`src/perf_pkg.sv`:
```
package perf_pkg;

	// ------------------------------------------------------------------------
	// Sizes and timing
	// ------------------------------------------------------------------------
	localparam int CNT_W        = 8;
	localparam int N_L1_EV      = 5;
	localparam int N_L2_EV      = 3;
	localparam int CLKS_PER_BIT = 8;
	localparam int FRAME_BITS   = 10;	// Start, 8 data, stop.
	localparam int SLOT_LEN     = 100;	// Must exceed FRAME_BITS * CLKS_PER_BIT.
	localparam int N_SLOTS      = 7;	// Snapshot slot plus six byte slots.

	localparam int SLOT_CNT_W = $clog2(SLOT_LEN);
	localparam int SLOT_IDX_W = $clog2(N_SLOTS);
	localparam int BIT_CNT_W  = $clog2(CLKS_PER_BIT);
	localparam int BIT_IDX_W  = $clog2(FRAME_BITS);

	// ------------------------------------------------------------------------
	// Event lines and counts
	// ------------------------------------------------------------------------
	typedef struct packed {
		logic l1i_read;
		logic l1i_miss;
		logic l1d_read;
		logic l1d_write;
		logic l1d_miss;
	} l1_events_t;

	typedef struct packed {
		logic l2_read;
		logic l2_write;
		logic l2_miss;
	} l2_events_t;

	typedef struct packed {
		logic [CNT_W-1:0] l1i_read;
		logic [CNT_W-1:0] l1i_miss;
		logic [CNT_W-1:0] l1d_read;
		logic [CNT_W-1:0] l1d_write;
		logic [CNT_W-1:0] l1d_miss;
	} l1_counts_t;

	typedef struct packed {
		logic [CNT_W-1:0] l2_read;
		logic [CNT_W-1:0] l2_write;
		logic [CNT_W-1:0] l2_miss;
	} l2_counts_t;

	typedef logic [7:0] report_byte_t;

endpackage
```
`src/perf_monitor_top.sv`:
```
`timescale 1ns/1ps

module perf_monitor_top (
	input  logic                 clk,
	input  logic                 rstn,
	input  perf_pkg::l1_events_t l1_ev,
	input  perf_pkg::l2_events_t l2_ev,
	output logic                 tx,
	output logic                 tx_busy
);
	import perf_pkg::*;

	l1_counts_t   l1_cnt;
	l2_counts_t   l2_cnt;
	logic         send;
	report_byte_t tx_data;

	// ------------------------------------------------------------------------
	// Counter banks
	// ------------------------------------------------------------------------
	edge_event_counter #(
		.N_EVENTS (N_L1_EV)
	) l1_counter_inst (
		.clk  (clk),
		.rstn (rstn),
		.ev   (l1_ev),
		.cnt  (l1_cnt)
	);

	edge_event_counter #(
		.N_EVENTS (N_L2_EV)
	) l2_counter_inst (
		.clk  (clk),
		.rstn (rstn),
		.ev   (l2_ev),
		.cnt  (l2_cnt)
	);

	// ------------------------------------------------------------------------
	// Report path
	// ------------------------------------------------------------------------
	report_sequencer report_sequencer_inst (
		.clk     (clk),
		.rstn    (rstn),
		.l1_cnt  (l1_cnt),
		.l2_cnt  (l2_cnt),
		.busy    (tx_busy),
		.send    (send),
		.tx_data (tx_data)
	);

	uart_tx uart_tx_inst (
		.clk     (clk),
		.rstn    (rstn),
		.send    (send),
		.tx_data (tx_data),
		.tx      (tx),
		.busy    (tx_busy)	// Also seen by the sequencer check.
	);

endmodule

```
`src/uart_tx.sv`:
```
`timescale 1ns/1ps

module uart_tx (
	input  logic                   clk,
	input  logic                   rstn,
	input  logic                   send,
	input  perf_pkg::report_byte_t tx_data,
	output logic                   tx,
	output logic                   busy
);
	import perf_pkg::*;

	logic [8:0]           shift;	// Data bits then stop bit.
	logic [BIT_CNT_W-1:0] bit_cnt;
	logic [BIT_IDX_W-1:0] bit_idx;
	logic                 bit_end;

	assign bit_end = (bit_cnt == BIT_CNT_W'(CLKS_PER_BIT - 1));

	always_ff @(posedge clk) begin
		if (!rstn) begin
			tx      <= 1'b1;
			busy    <= 1'b0;
			bit_cnt <= '0;
			bit_idx <= '0;
		end else if (!busy) begin
			if (send) begin
				tx      <= 1'b0;	// Start bit.
				busy    <= 1'b1;
				bit_cnt <= '0;
				bit_idx <= '0;
			end
		end else if (bit_end) begin
			bit_cnt <= '0;
			if (bit_idx == BIT_IDX_W'(FRAME_BITS - 1)) begin
				busy <= 1'b0;	// Stop bit done.
			end else begin
				tx      <= shift[0];
				bit_idx <= bit_idx + 1'b1;
			end
		end else begin
			bit_cnt <= bit_cnt + 1'b1;
		end
	end

	// LSB first, ones fill in behind.
	always_ff @(posedge clk) begin
		if (!busy && send) begin
			shift <= {1'b1, tx_data};
		end else if (busy && bit_end) begin
			shift <= {1'b1, shift[8:1]};
		end
	end

	a_idle_high: assert property (
		@(posedge clk) disable iff (!rstn)
		!busy |-> tx
	) else $error("tx low while idle");

endmodule

```
`src/report_sequencer.sv`:
```
`timescale 1ns/1ps

module report_sequencer (
	input  logic                   clk,
	input  logic                   rstn,
	input  perf_pkg::l1_counts_t   l1_cnt,
	input  perf_pkg::l2_counts_t   l2_cnt,
	input  logic                   busy,
	output logic                   send,
	output perf_pkg::report_byte_t tx_data
);
	import perf_pkg::*;

	logic [SLOT_CNT_W-1:0] cyc;
	logic [SLOT_IDX_W-1:0] slot;
	logic                  slot_start;
	logic                  last_cyc;
	logic                  last_slot;

	l1_counts_t l1_snap;
	l2_counts_t l2_snap;

	// ------------------------------------------------------------------------
	// Slot timer
	// ------------------------------------------------------------------------
	assign slot_start = (cyc == '0);
	assign last_cyc   = (cyc == SLOT_CNT_W'(SLOT_LEN - 1));
	assign last_slot  = (slot == SLOT_IDX_W'(N_SLOTS - 1));

	always_ff @(posedge clk) begin
		if (!rstn) begin
			cyc  <= '0;
			slot <= '0;
		end else if (last_cyc) begin
			cyc <= '0;
			if (last_slot) begin
				slot <= '0;	// Next round follows with no gap.
			end else begin
				slot <= slot + 1'b1;
			end
		end else begin
			cyc <= cyc + 1'b1;
		end
	end

	// ------------------------------------------------------------------------
	// Snapshot and byte select
	// ------------------------------------------------------------------------
	always_ff @(posedge clk) begin
		if (slot == '0 && slot_start) begin
			l1_snap <= l1_cnt;
			l2_snap <= l2_cnt;
		end
	end

	// Report order, sums wrap at 8 bits.
	always_comb begin
		case (slot)
			SLOT_IDX_W'(1): begin
				tx_data = l1_snap.l1i_miss;
			end
			SLOT_IDX_W'(2): begin
				tx_data = l1_snap.l1i_read;
			end
			SLOT_IDX_W'(3): begin
				tx_data = l1_snap.l1d_miss;
			end
			SLOT_IDX_W'(4): begin
				tx_data = l1_snap.l1d_read + l1_snap.l1d_write;
			end
			SLOT_IDX_W'(5): begin
				tx_data = l2_snap.l2_miss;
			end
			SLOT_IDX_W'(6): begin
				tx_data = l2_snap.l2_read + l2_snap.l2_write;
			end
			default: begin
				tx_data = '0;
			end
		endcase
	end

	assign send = slot_start && (slot != '0);	// One strobe per byte slot.

	// Slot length must cover a whole frame.
	a_send_idle: assert property (
		@(posedge clk) disable iff (!rstn)
		send |-> !busy
	) else $error("send while transmitter busy");

endmodule

```
`src/edge_event_counter.sv`:
```
`timescale 1ns/1ps

module edge_event_counter #(
	parameter int N_EVENTS = perf_pkg::N_L1_EV
) (
	input  logic                                 clk,
	input  logic                                 rstn,
	input  logic [N_EVENTS-1:0]                  ev,
	output logic [N_EVENTS*perf_pkg::CNT_W-1:0]  cnt
);
	import perf_pkg::*;

	logic [N_EVENTS-1:0] ev_prev;
	logic [N_EVENTS-1:0] rise;

	assign rise = ev & ~ev_prev;	// High now, low last cycle.

	always_ff @(posedge clk) begin
		if (!rstn) begin
			ev_prev <= '0;
		end else begin
			ev_prev <= ev;
		end
	end

	// One wrapping counter per line.
	always_ff @(posedge clk) begin
		if (!rstn) begin
			cnt <= '0;
		end else begin
			for (int i = 0; i < N_EVENTS; i++) begin
				if (rise[i]) begin
					cnt[i*CNT_W +: CNT_W] <= cnt[i*CNT_W +: CNT_W] + 1'b1;
				end
			end
		end
	end

	// ------------------------------------------------------------------------
	// Checks
	// ------------------------------------------------------------------------
	for (genvar g = 0; g < N_EVENTS; g++) begin : g_chk
		a_cnt_on_edge: assert property (
			@(posedge clk) disable iff (!rstn)
			!$stable(cnt[g*CNT_W +: CNT_W]) |-> $past(ev[g]) && !$past(ev[g] && rstn, 2)
		) else $error("counter %0d moved without an edge", g);
	end

endmodule

```
`config.mk`:
```
export PLATFORM = sky130hd
export DESIGN_NAME = perf_monitor_top
export DESIGN_NICKNAME = d
export VERILOG_FILES = /design/src/perf_pkg.sv /design/src/perf_monitor_top.sv /design/src/uart_tx.sv /design/src/report_sequencer.sv /design/src/edge_event_counter.sv
export SDC_FILE = /design/constraint.sdc
export NUM_CORES = 1
export LEC_CHECK = 0
export ABC_CLOCK_PERIOD_IN_PS = 10570
export BUFFER_PORTS_ARGS = -buffer_cell sky130_fd_sc_hd__buf_2
export CAP_MARGIN = 20
export CORE_UTILIZATION = 35
export CTS_CLUSTER_SIZE = 24
export DETAILED_ROUTE_END_ITERATION = 6
export PLACE_DENSITY = 0.52
export SLEW_MARGIN = 5
export SYNTH_ARGS = -nofsm -noshare
export SYNTH_HDL_FRONTEND = slang
export SYNTH_SLANG_ARGS = --single-unit
```
`constraint.sdc`:
```
create_clock -name clk -period 10.57 [get_ports clk]
set_input_delay 2.114 -clock clk [delete_from_list [all_inputs] [get_ports clk]]
set_output_delay 2.114 -clock clk [all_outputs]
set_load 0.03 [all_outputs]
```
; After elaboration in Yosys (flattened, before gate mapping)
; Index checks and enable logic that the tools add are counted.
[classes]
add_sub_neg = 14
eq_ne = 11
muxes = 19
bitwise = 5
n_reduce_logical = 12
[ops]
columns = cell, count
row1 = 8-bit by 1-bit adder with 8-bit output (second input constant), 8
row2 = 8-bit one-hot mux with 6 select lines, 1
row3 = 8-bit adder, 2
row4 = 4-bit two-way mux, 4
row5 = 8-bit two-way mux, 2
row6 = 3-bit == test (second input constant), 4
row7 = 3-bit two-way mux, 4
row8 = 1-bit two-way mux, 8
row9 = 7-bit by 1-bit adder with 7-bit output (second input constant), 1
row10 = 7-bit == test (second input constant), 1
row11 = 7-bit zero test, 1
row12 = 3-bit by 1-bit adder with 3-bit output (second input constant), 2
row13 = 3-bit by 2-bit == test with 1-bit output (second input constant), 2
row14 = 5-bit AND, 1
row15 = 5-bit inverter, 1
row16 = 4-bit by 1-bit adder with 4-bit output (second input constant), 1
row17 = 4-bit == test (second input constant), 1
row18 = 1-bit logical AND, 4
row19 = 2-bit != test (second input constant), 2
row20 = 2-bit nonzero test, 2
row21 = 3-bit AND, 1
row22 = 3-bit by 1-bit == test with 1-bit output (second input constant), 1
row23 = 3-bit zero test, 1
row24 = 3-bit inverter, 1
row25 = other kinds (5), 5
[totals]
regBits = 163
input_bits = 10
out_inout_bits = 2
wordCells = 86

; Logic depth before layout (Yosys ltp)
; Gate-level depths: netlist of the first run.
[depth]
word_depth = 4
ltp_mapped = 9
depth_no_buf = 8

; Modules after synthesis
; From an unflattened synthesis of the first run, not the netlist that was laid out.
[unflattened]
hier_cells = 644
area_unflattened_um2 = 7249.5
[modules_own_cells]
columns = mod, n_inst, cells_per_inst, area_per_inst_um2, seq_area_each_um2
row1 = report_sequencer, 1, 241, 3330.7, 2122.0
row2 = edge_event_counter at l1_counter_inst, 1, 207, 1905.6, 900.9
row3 = edge_event_counter at l2_counter_inst, 1, 125, 1162.4, 540.5
row4 = uart_tx, 1, 71, 850.8, 420.4

; Worst setup path after synthesis of the first run
; Ideal clock, no wire load.
[synth_path]
path_kind = register to register
startpoint = register report_sequencer_inst.cyc[0]
endpoint = register report_sequencer_inst.l1_snap[0] (netlist bit) (enable)
setup_time_ns = 0.578
arrival_ns = 5.629
required_time_ns = 9.992
path_slack_ns = 4.362
path_stages_with_launch = 5
path_buffers = 0
period_less_slack_ns = 6.208
cell_sequence = dfxtp_1 inv_1 ha_1 or3b_1 nor3b_1
[synth_via]
elab_chain_cells = 2
[synth_lines]
columns = item, line
row1 = start: declaration, report_sequencer.sv:14  ; logic [SLOT_CNT_W-1:0] cyc;
row2 = start signal: assignment, report_sequencer.sv:42  ; cyc <= cyc + 1'b1;
row3 = 7-bit zero test, report_sequencer.sv:26  ; assign slot_start = (cyc == '0);
row4 = 1-bit logical AND, report_sequencer.sv:50  ; if (slot == '0 && slot_start) begin
row5 = end signal: assignment, report_sequencer.sv:51  ; l1_snap <= l1_cnt;
row6 = end: declaration, report_sequencer.sv:20  ; l1_counts_t l1_snap;
; No other way between the ends.
; A chain may end at the register's enable or synchronous reset.

; Worst setup path in the final report of the first run
[layout_path]
startpoint = register uart_tx_inst.busy
endpoint = output tx_busy
[layout_rtl]
columns = item, line
row1 = start: declaration, uart_tx.sv:9  ; output logic busy
row2 = start signal: assignment, uart_tx.sv:23  ; busy <= 1'b0;
row3 = start signal: assignment, uart_tx.sv:29  ; busy <= 1'b1;
row4 = start signal: assignment, uart_tx.sv:36  ; busy <= 1'b0;
row5 = end: declaration, perf_monitor_top.sv:9  ; output logic tx_busy
; No word-level cell between the ends.

==> impl_metrics.yaml, run 1 <==
run_status:
  status: "finished, final reports clean"
routing:
  dr.pass1.iters: 5
  drt_iter0_markers: 207
  wl_met3_um: 310
  vias: 4313
  post_drt_via_cell_ratio: 4.734
  highest_layer: "met4"
  routed_wl_um: 12460
  route.layer.met1.wl_um: 6134
  wl_per_cell_um: 13.68
  dr_wl_met2_um: 5837
  ant_nets: 0
  remaining_drc_errors: 0
power_and_ir_drop:
  total_power_uw: 1453
  power_density_mw_per_mm2: 179.6
  irDropWorstVdd_mv: 0.1165
  leakage_uw: 0.003097
setup_path:
  reg2reg_depth: 6
  crit_path_max_incr_delay_ps: 500
  worstPathArrival_ps: 1180
  crit_family: "flip-flops"
  required_ps: 8460
  critPathKind: "register to primary output"
  critPathCaptureType: "primary output"
  cp-start-kind: "register"
  critPathMaxFanout: 9
  worstPathBufferInverterCount: 1
  cp_cell_sequence: "buf_2"
  slowest_stage: "dfxtp_1"
  cp.depth: 1
synthesis:
  synth_top_area_frac: 0.3024
  ys_async_sr_fraction: 0
  synth-xor-area-share: 0.08575
  synthesis.area_mm2: 0.007149
  syn_avg_cell_area_um2: 11.59
  yosysMostFrequentCell: "dfxtp_1"
  synth_compound_area_frac: 0.07035
  synth_simple_gate_area_frac: 0.1825
  synthesis.nets: 658
  synth_top_flop_cell: "dfxtp_1"
  synth_seq_cells: 163
  synth_area_leaders: "edfxtp_1 30%, dfxtp_1 25%, xnor2_1 6.1%"
  yosys_warnings: 0
  synth_mux_area_frac: 0.03185
  synth_cell_types: 53
  yosys.area.top_type: "edfxtp_1"
  synth-edff-count: 72
  synthAdderAreaFrac: 0.05635
  syn_inst: 617
  synth_top_family_by_area: "simple AND/OR/NAND/NOR gates"
  ys_seq_area_frac: 0.5572
  ys_top_cells_by_count: "91 x dfxtp_1, 72 x edfxtp_1, 65 x and2_1"
grt:
  antenna_found_initial: 0
  grt_pass1_vias: 4301
  track_usage: 0.1296
  grt_pass1_wl_um: 21470
  grt_max_degree: 88
  gr-total-overflow: 0
place:
  hpwl_um: 8650
  io_buffers: 11
  placed_cell_area_mm2: 0.007491
  gp_congestion: 0.8017
clock_tree:
  holdBufCountCts: 0
  clk_pin_slew_ps: 70
  cts_max_level: 4
  cts_root_buf: "clkbuf_16"
  cts_buffers: 17
  cts_tree: "built"
  cts.sinks: 163
  cts_buffer_depth: 2
  post_cts_buffers: 0
  cts-resized-gates: 0
  clk_latency_ps: 430
hold_path:
  whs_path_depth: 0
  hp-class: "register to register"
die:
  coreArea_mm2: 0.01972
  die-width_um: 144.9
  io_pins: 12
  rows: 51
  die_y_um: 144.9
  dieArea_mm2: 0.02100
  start_util: 0.3626
cells_and_area:
  n_fill_cell: 1890
  design_area_mm2: 0.008088
  area_delta_synth_final_pct: 13.13
  fin_nets: 674
  antenna_cells: 0
  drive_above_1_share: 0.08514
timing:
  slew_violations: 0
  fin_crit_ps: 3299
  timing.fmax_mhz: 303.2
  rsz0062_at_grt: "false"
  skew_ps: 13.94
  final.setup.tns_ps: 0
  relSlewSlack: 0.4344
  fin_crit_sh: 0.3121
  hold_viol: 0
  tightest_slew_ps: 847.3
  setup_viol: 0
job:
  cap_violations: 0
==> cells in the final DEF (no fill, tap or decap), types with 3 or more instances in the layout <==
cell type   n
a211oi_1    7
a22oi_1     7
mux2i_1    16
a21o_1      4
a221oi_1    4
xnor2_1    50
and2_1     65
mux2_1      3
nand2_1    40
mux2_2      3
nor2_1     22
o21ai_1     9
and3_1     16
nand4_1     3
clkinv_4    3
edfxtp_1   72
inv_1      11
a21oi_1     8
nand3_1    20
o21ai_0    14
nor2b_1    30
ha_1       29
nand3b_1    4
inv_6       4
nor3b_1     3
clkbuf_16  17
inv_8       3
nor3_1      6
and4_1      7
dfxtp_1    91
xor2_1     20
buf_4       3
or3_1       6
buf_2      11
o2111ai_1   5
==> stage by stage <==
stage	std cells	utilization	hold WS [ps]	worst slack, ps
4_1_cts	911	0.4102	449.8	7243
3_5_place_dp	879	0.3799	434.3	7144
3_3_place_gp	879	0.3799	440.6	7201
5_1_grt	911	0.4102	459.8	7192
2_1_floorplan	617	-	417.2	4362
6_report	911	0.4102	447.0	7271
==> metal layers <==
layer	GRT usage	up-vias
met5	0	-
met4	0.06596	0
met3	0.03082	13
met2	0.2050	39
met1	0.1646	2042
li1	-	2219
==> path summary, 6_finish.rpt <==
check	start	to	slack, ps
setup reg to reg	report_sequencer_inst.slot[2]$_SDFFE_PN0P_	uart_tx_inst.shift[5]$_DFFE_PP_	7850
hold reg to reg	l1_counter_inst.cnt[7]$_SDFFE_PN0P_	report_sequencer_inst.l1_snap[7]$_DFFE_PP_	450
setup / recovery	uart_tx_inst.busy$_SDFF_PN0_	tx_busy	7270
hold / removal	l1_counter_inst.cnt[7]$_SDFFE_PN0P_	report_sequencer_inst.l1_snap[7]$_DFFE_PP_	450
==> where the power goes <==
group          switching (µW)  internal (µW)
Combinational            65.2           46.0
Clock                     266            356
Sequential               19.0            700
Total                     350           1100
==> cell type report <==
cell class                 instances  area [µm²]  share of cell area
clock buffer                      18       429.2             0.05306
inverter                          11       41.29            0.005105
tap                              265       331.6             0.04100
clock inverter                    14       167.7             0.02073
sequential                       163        3984              0.4926
multi-input combinational        426        3057              0.3779
timing repair buffer              14       77.57            0.009592
==> cells by family (layout without fill, tap and decap cells) <==
logic type | count (synthesis) | in the layout
XOR/XNOR | 70 | 70
flip-flops | 163 | 163
AO/OA/AOI/OAI | 73 | 73
AND/OR/NAND/NOR | 230 | 230
adder cells (fa/ha/maj) | 31 | 31
buffers and inverters | 28 | 57
multiplexers | 22 | 22
==> sequential cells by signal, summed over array words and instances (netlist names) <==
| name | cells |
|---|---|
| report_sequencer_inst.cyc | 7 |
| uart_tx_inst.busy | 1 |
| l2_counter_inst.cnt | 24 |
| uart_tx_inst.shift | 8 |
| report_sequencer_inst.l1_snap | 40 |
| report_sequencer_inst.l2_snap | 24 |
| uart_tx_inst.bit_cnt | 3 |
| l1_counter_inst.cnt | 40 |
| l2_counter_inst.ev_prev | 3 |
| uart_tx_inst.bit_idx | 4 |
| l1_counter_inst.ev_prev | 5 |
| report_sequencer_inst.slot | 3 |
| uart_tx_inst.tx | 1 |
Note: power is estimated with default switching activity, not from simulation.
==> inputs of run 2 (changes only) <==
--- a/config.mk
+++ b/config.mk
@@ -5,13 +5,13 @@
 export SDC_FILE = /design/constraint.sdc
 export NUM_CORES = 1
 export LEC_CHECK = 0
-export ABC_CLOCK_PERIOD_IN_PS = 10570
+export ABC_CLOCK_PERIOD_IN_PS = 2800
 export BUFFER_PORTS_ARGS = -buffer_cell sky130_fd_sc_hd__buf_2
 export CAP_MARGIN = 20
 export CORE_UTILIZATION = 35
 export CTS_CLUSTER_SIZE = 24
 export DETAILED_ROUTE_END_ITERATION = 6
-export PLACE_DENSITY = 0.52
+export PLACE_DENSITY = 0.54
 export SLEW_MARGIN = 5
 export SYNTH_ARGS = -nofsm -noshare
 export SYNTH_HDL_FRONTEND = slang
==> constraint.sdc (replaced) <==
create_clock -name clk -period 2.8 [get_ports clk]
set_input_delay 0.56 -clock clk [delete_from_list [all_inputs] [get_ports clk]]
set_output_delay 0.56 -clock clk [all_outputs]
set_load 0.03 [all_outputs]
==> run 2 against run 1 <==
  * Via count rose by 0.35%
  * Utilization rose by 0.26 points
  * Non-clock buffer count rose by 1
  * Count of clock-buffer cells in the layout fell by 1
==> impl_metrics.yaml, run 2 (synthesis gave the netlist of run 1 again) <==
die:
  coreArea_mm2: 0.01972
  rows: 51
  io_pins: 12
  die_y_um: 144.9
  die-width_um: 144.9
  dieArea_mm2: 0.02100
  start_util: 0.3626
cells_and_area:
  drive_above_1_share: 0.09583
  reg_top3: "l1_counter_inst.cnt: 40 flops, report_sequencer_inst.l1_snap: 40 flops"
  design_area_mm2: 0.008139
  most-common-layout-cells: "89 x dfxtp_1, 72 x edfxtp_1, 65 x and2_1"
  fin_nets: 675
  layout_commonest_cell: "dfxtp_1"
  n_fill_cell: 1882
  antenna_cells: 0
  area_delta_synth_final_pct: 13.84
  instances_no_fill: 912
clock_tree:
  cts.sinks: 163
  cts_tree: "built"
  cts_root_buf: "clkbuf_16"
  holdBufCountCts: 0
  clk_latency_ps: 430
  clk_pin_slew_ps: 70
  cts_max_level: 4
  post_cts_buffers: 0
  cts_buffers: 17
  cts-resized-gates: 0
  cts_buffer_depth: 2
grt:
  gr-total-overflow: 0
  grt_pass1_wl_um: 21400
  grt_pass1_vias: 4406
  track_usage: 0.1302
  antenna_found_initial: 0
  grt_max_degree: 65
timing:
  fin_crit_ps: 2264
  tightest_slew_ps: 683.7
  fin_crit_sh: 0.8085
  skew_ps: 11.21
  relSlewSlack: 0.5425
  slew_violations: 0
  rsz0062_at_grt: "false"
  timing.fmax_mhz: 441.7
  setup_viol: 0
  final.setup.tns_ps: 0
  hold_viol: 0
setup_path:
  cp_cell_sequence: "buf_4 -> mux2_1 -> a222oi_1 -> o2111ai_1 -> a22oi_1 -> o21ai_1"
  worstPathArrival_ps: 2440
  required_ps: 2980
  crit_path_max_incr_delay_ps: 510
  slowest_stage: "dfxtp_1"
  critPathCaptureType: "register"
  critPathMaxFanout: 12
  cp-start-kind: "register"
  critPathKind: "register to register"
  crit_family: "compound AO/OA/AOI/OAI gates"
  worstPathBufferInverterCount: 1
place:
  dp_cells: 880
  gp_congestion: 0.8100
  placed_cell_area_mm2: 0.007522
  io_buffers: 11
  hpwl_um: 8699
routing:
  dr.pass1.iters: 4
  ant_nets: 0
  routed_wl_um: 12600
  wl_per_cell_um: 13.82
  post_drt_via_cell_ratio: 4.746
  vias: 4328
  remaining_drc_errors: 0
  drt_iter0_markers: 256
power_and_ir_drop:
  leakage_uw: 0.003123
  irDropWorstVdd_mv: 0.4071
  power_density_mw_per_mm2: 685.8
  total_power_uw: 5582
run_status:
  status: "finished, final reports clean"
hold_path:
  hp-class: "input port to register"
job:
  cap_violations: 0
==> run 2: changes by cell type in the layout (fill, tap and decap cells not counted), sizes merged <==
cell,previous run,this run
inv,18,20
buf,14,15
bufinv,2,3
clkbuf,18,17
clkinv,4,3
clkinvlp,1,0
==> run 2: path summary, 6_finish.rpt <==
path                                                                 start                                      end  slack [ps]  cells after the start
worst max-delay path            report_sequencer_inst.slot[2]$_SDFFE_PN0P_          uart_tx_inst.shift[5]$_DFFE_PP_         540                      6
worst min-delay path                                              l2_ev[1]    l2_counter_inst.ev_prev[1]$_SDFF_PN0_         350                      2
worst max register to register  report_sequencer_inst.slot[2]$_SDFFE_PN0P_          uart_tx_inst.shift[5]$_DFFE_PP_         540                      6
worst min register to register     report_sequencer_inst.cyc[0]$_SDFF_PP0_  report_sequencer_inst.cyc[0]$_SDFF_PP0_         440                      1
==> run 2: per-layer routing <==
| metal | wire length (µm) | global-route usage | part of all wire |
|---|---|---|---|
| met1 | 5893 | 0.1560 | 0.47 |
| met2 | 6187 | 0.2207 | 0.49 |
| met3 | 357 | 0.03931 | 0.028 |
| met4 | 163 | 0.04468 | 0.013 |
| met5 | 0 | 0 | 0 |
==> run 2: cell type report <==
cell class	count	area (µm²)	share of cell area
flip-flops and latches	163	3986	0.4898
multi-input cells	426	3065	0.3766
clock buffers	17	425.4	0.05227
well taps	265	331.6	0.04074
clock inverters	15	191.4	0.02352
repair buffers	15	97.59	0.01199
inverters	11	41.29	0.005073
==> run 2: power by group <==
group          total (µW)  internal [µW]  switching [µW]
Sequential           2720           2650            76.4
Combinational         430            182             248
Clock                2430           1430            1000
Total                5580           4260            1320
==> run 2: through the flow <==
| step | setup slack (ps) | util | hold WS [ps] |
|---|---|---|---|
| 2_1_floorplan | -217.3 | - | 417.2 |
| 3_3_place_gp | 568.1 | 0.3815 | 427.0 |
| 3_5_place_dp | 571.7 | 0.3815 | 434.0 |
| 4_1_cts | 551.0 | 0.4128 | 319.6 |
| 5_1_grt | 300.4 | 0.4128 | 325.0 |
| 6_report | 536.3 | 0.4128 | 346.2 |
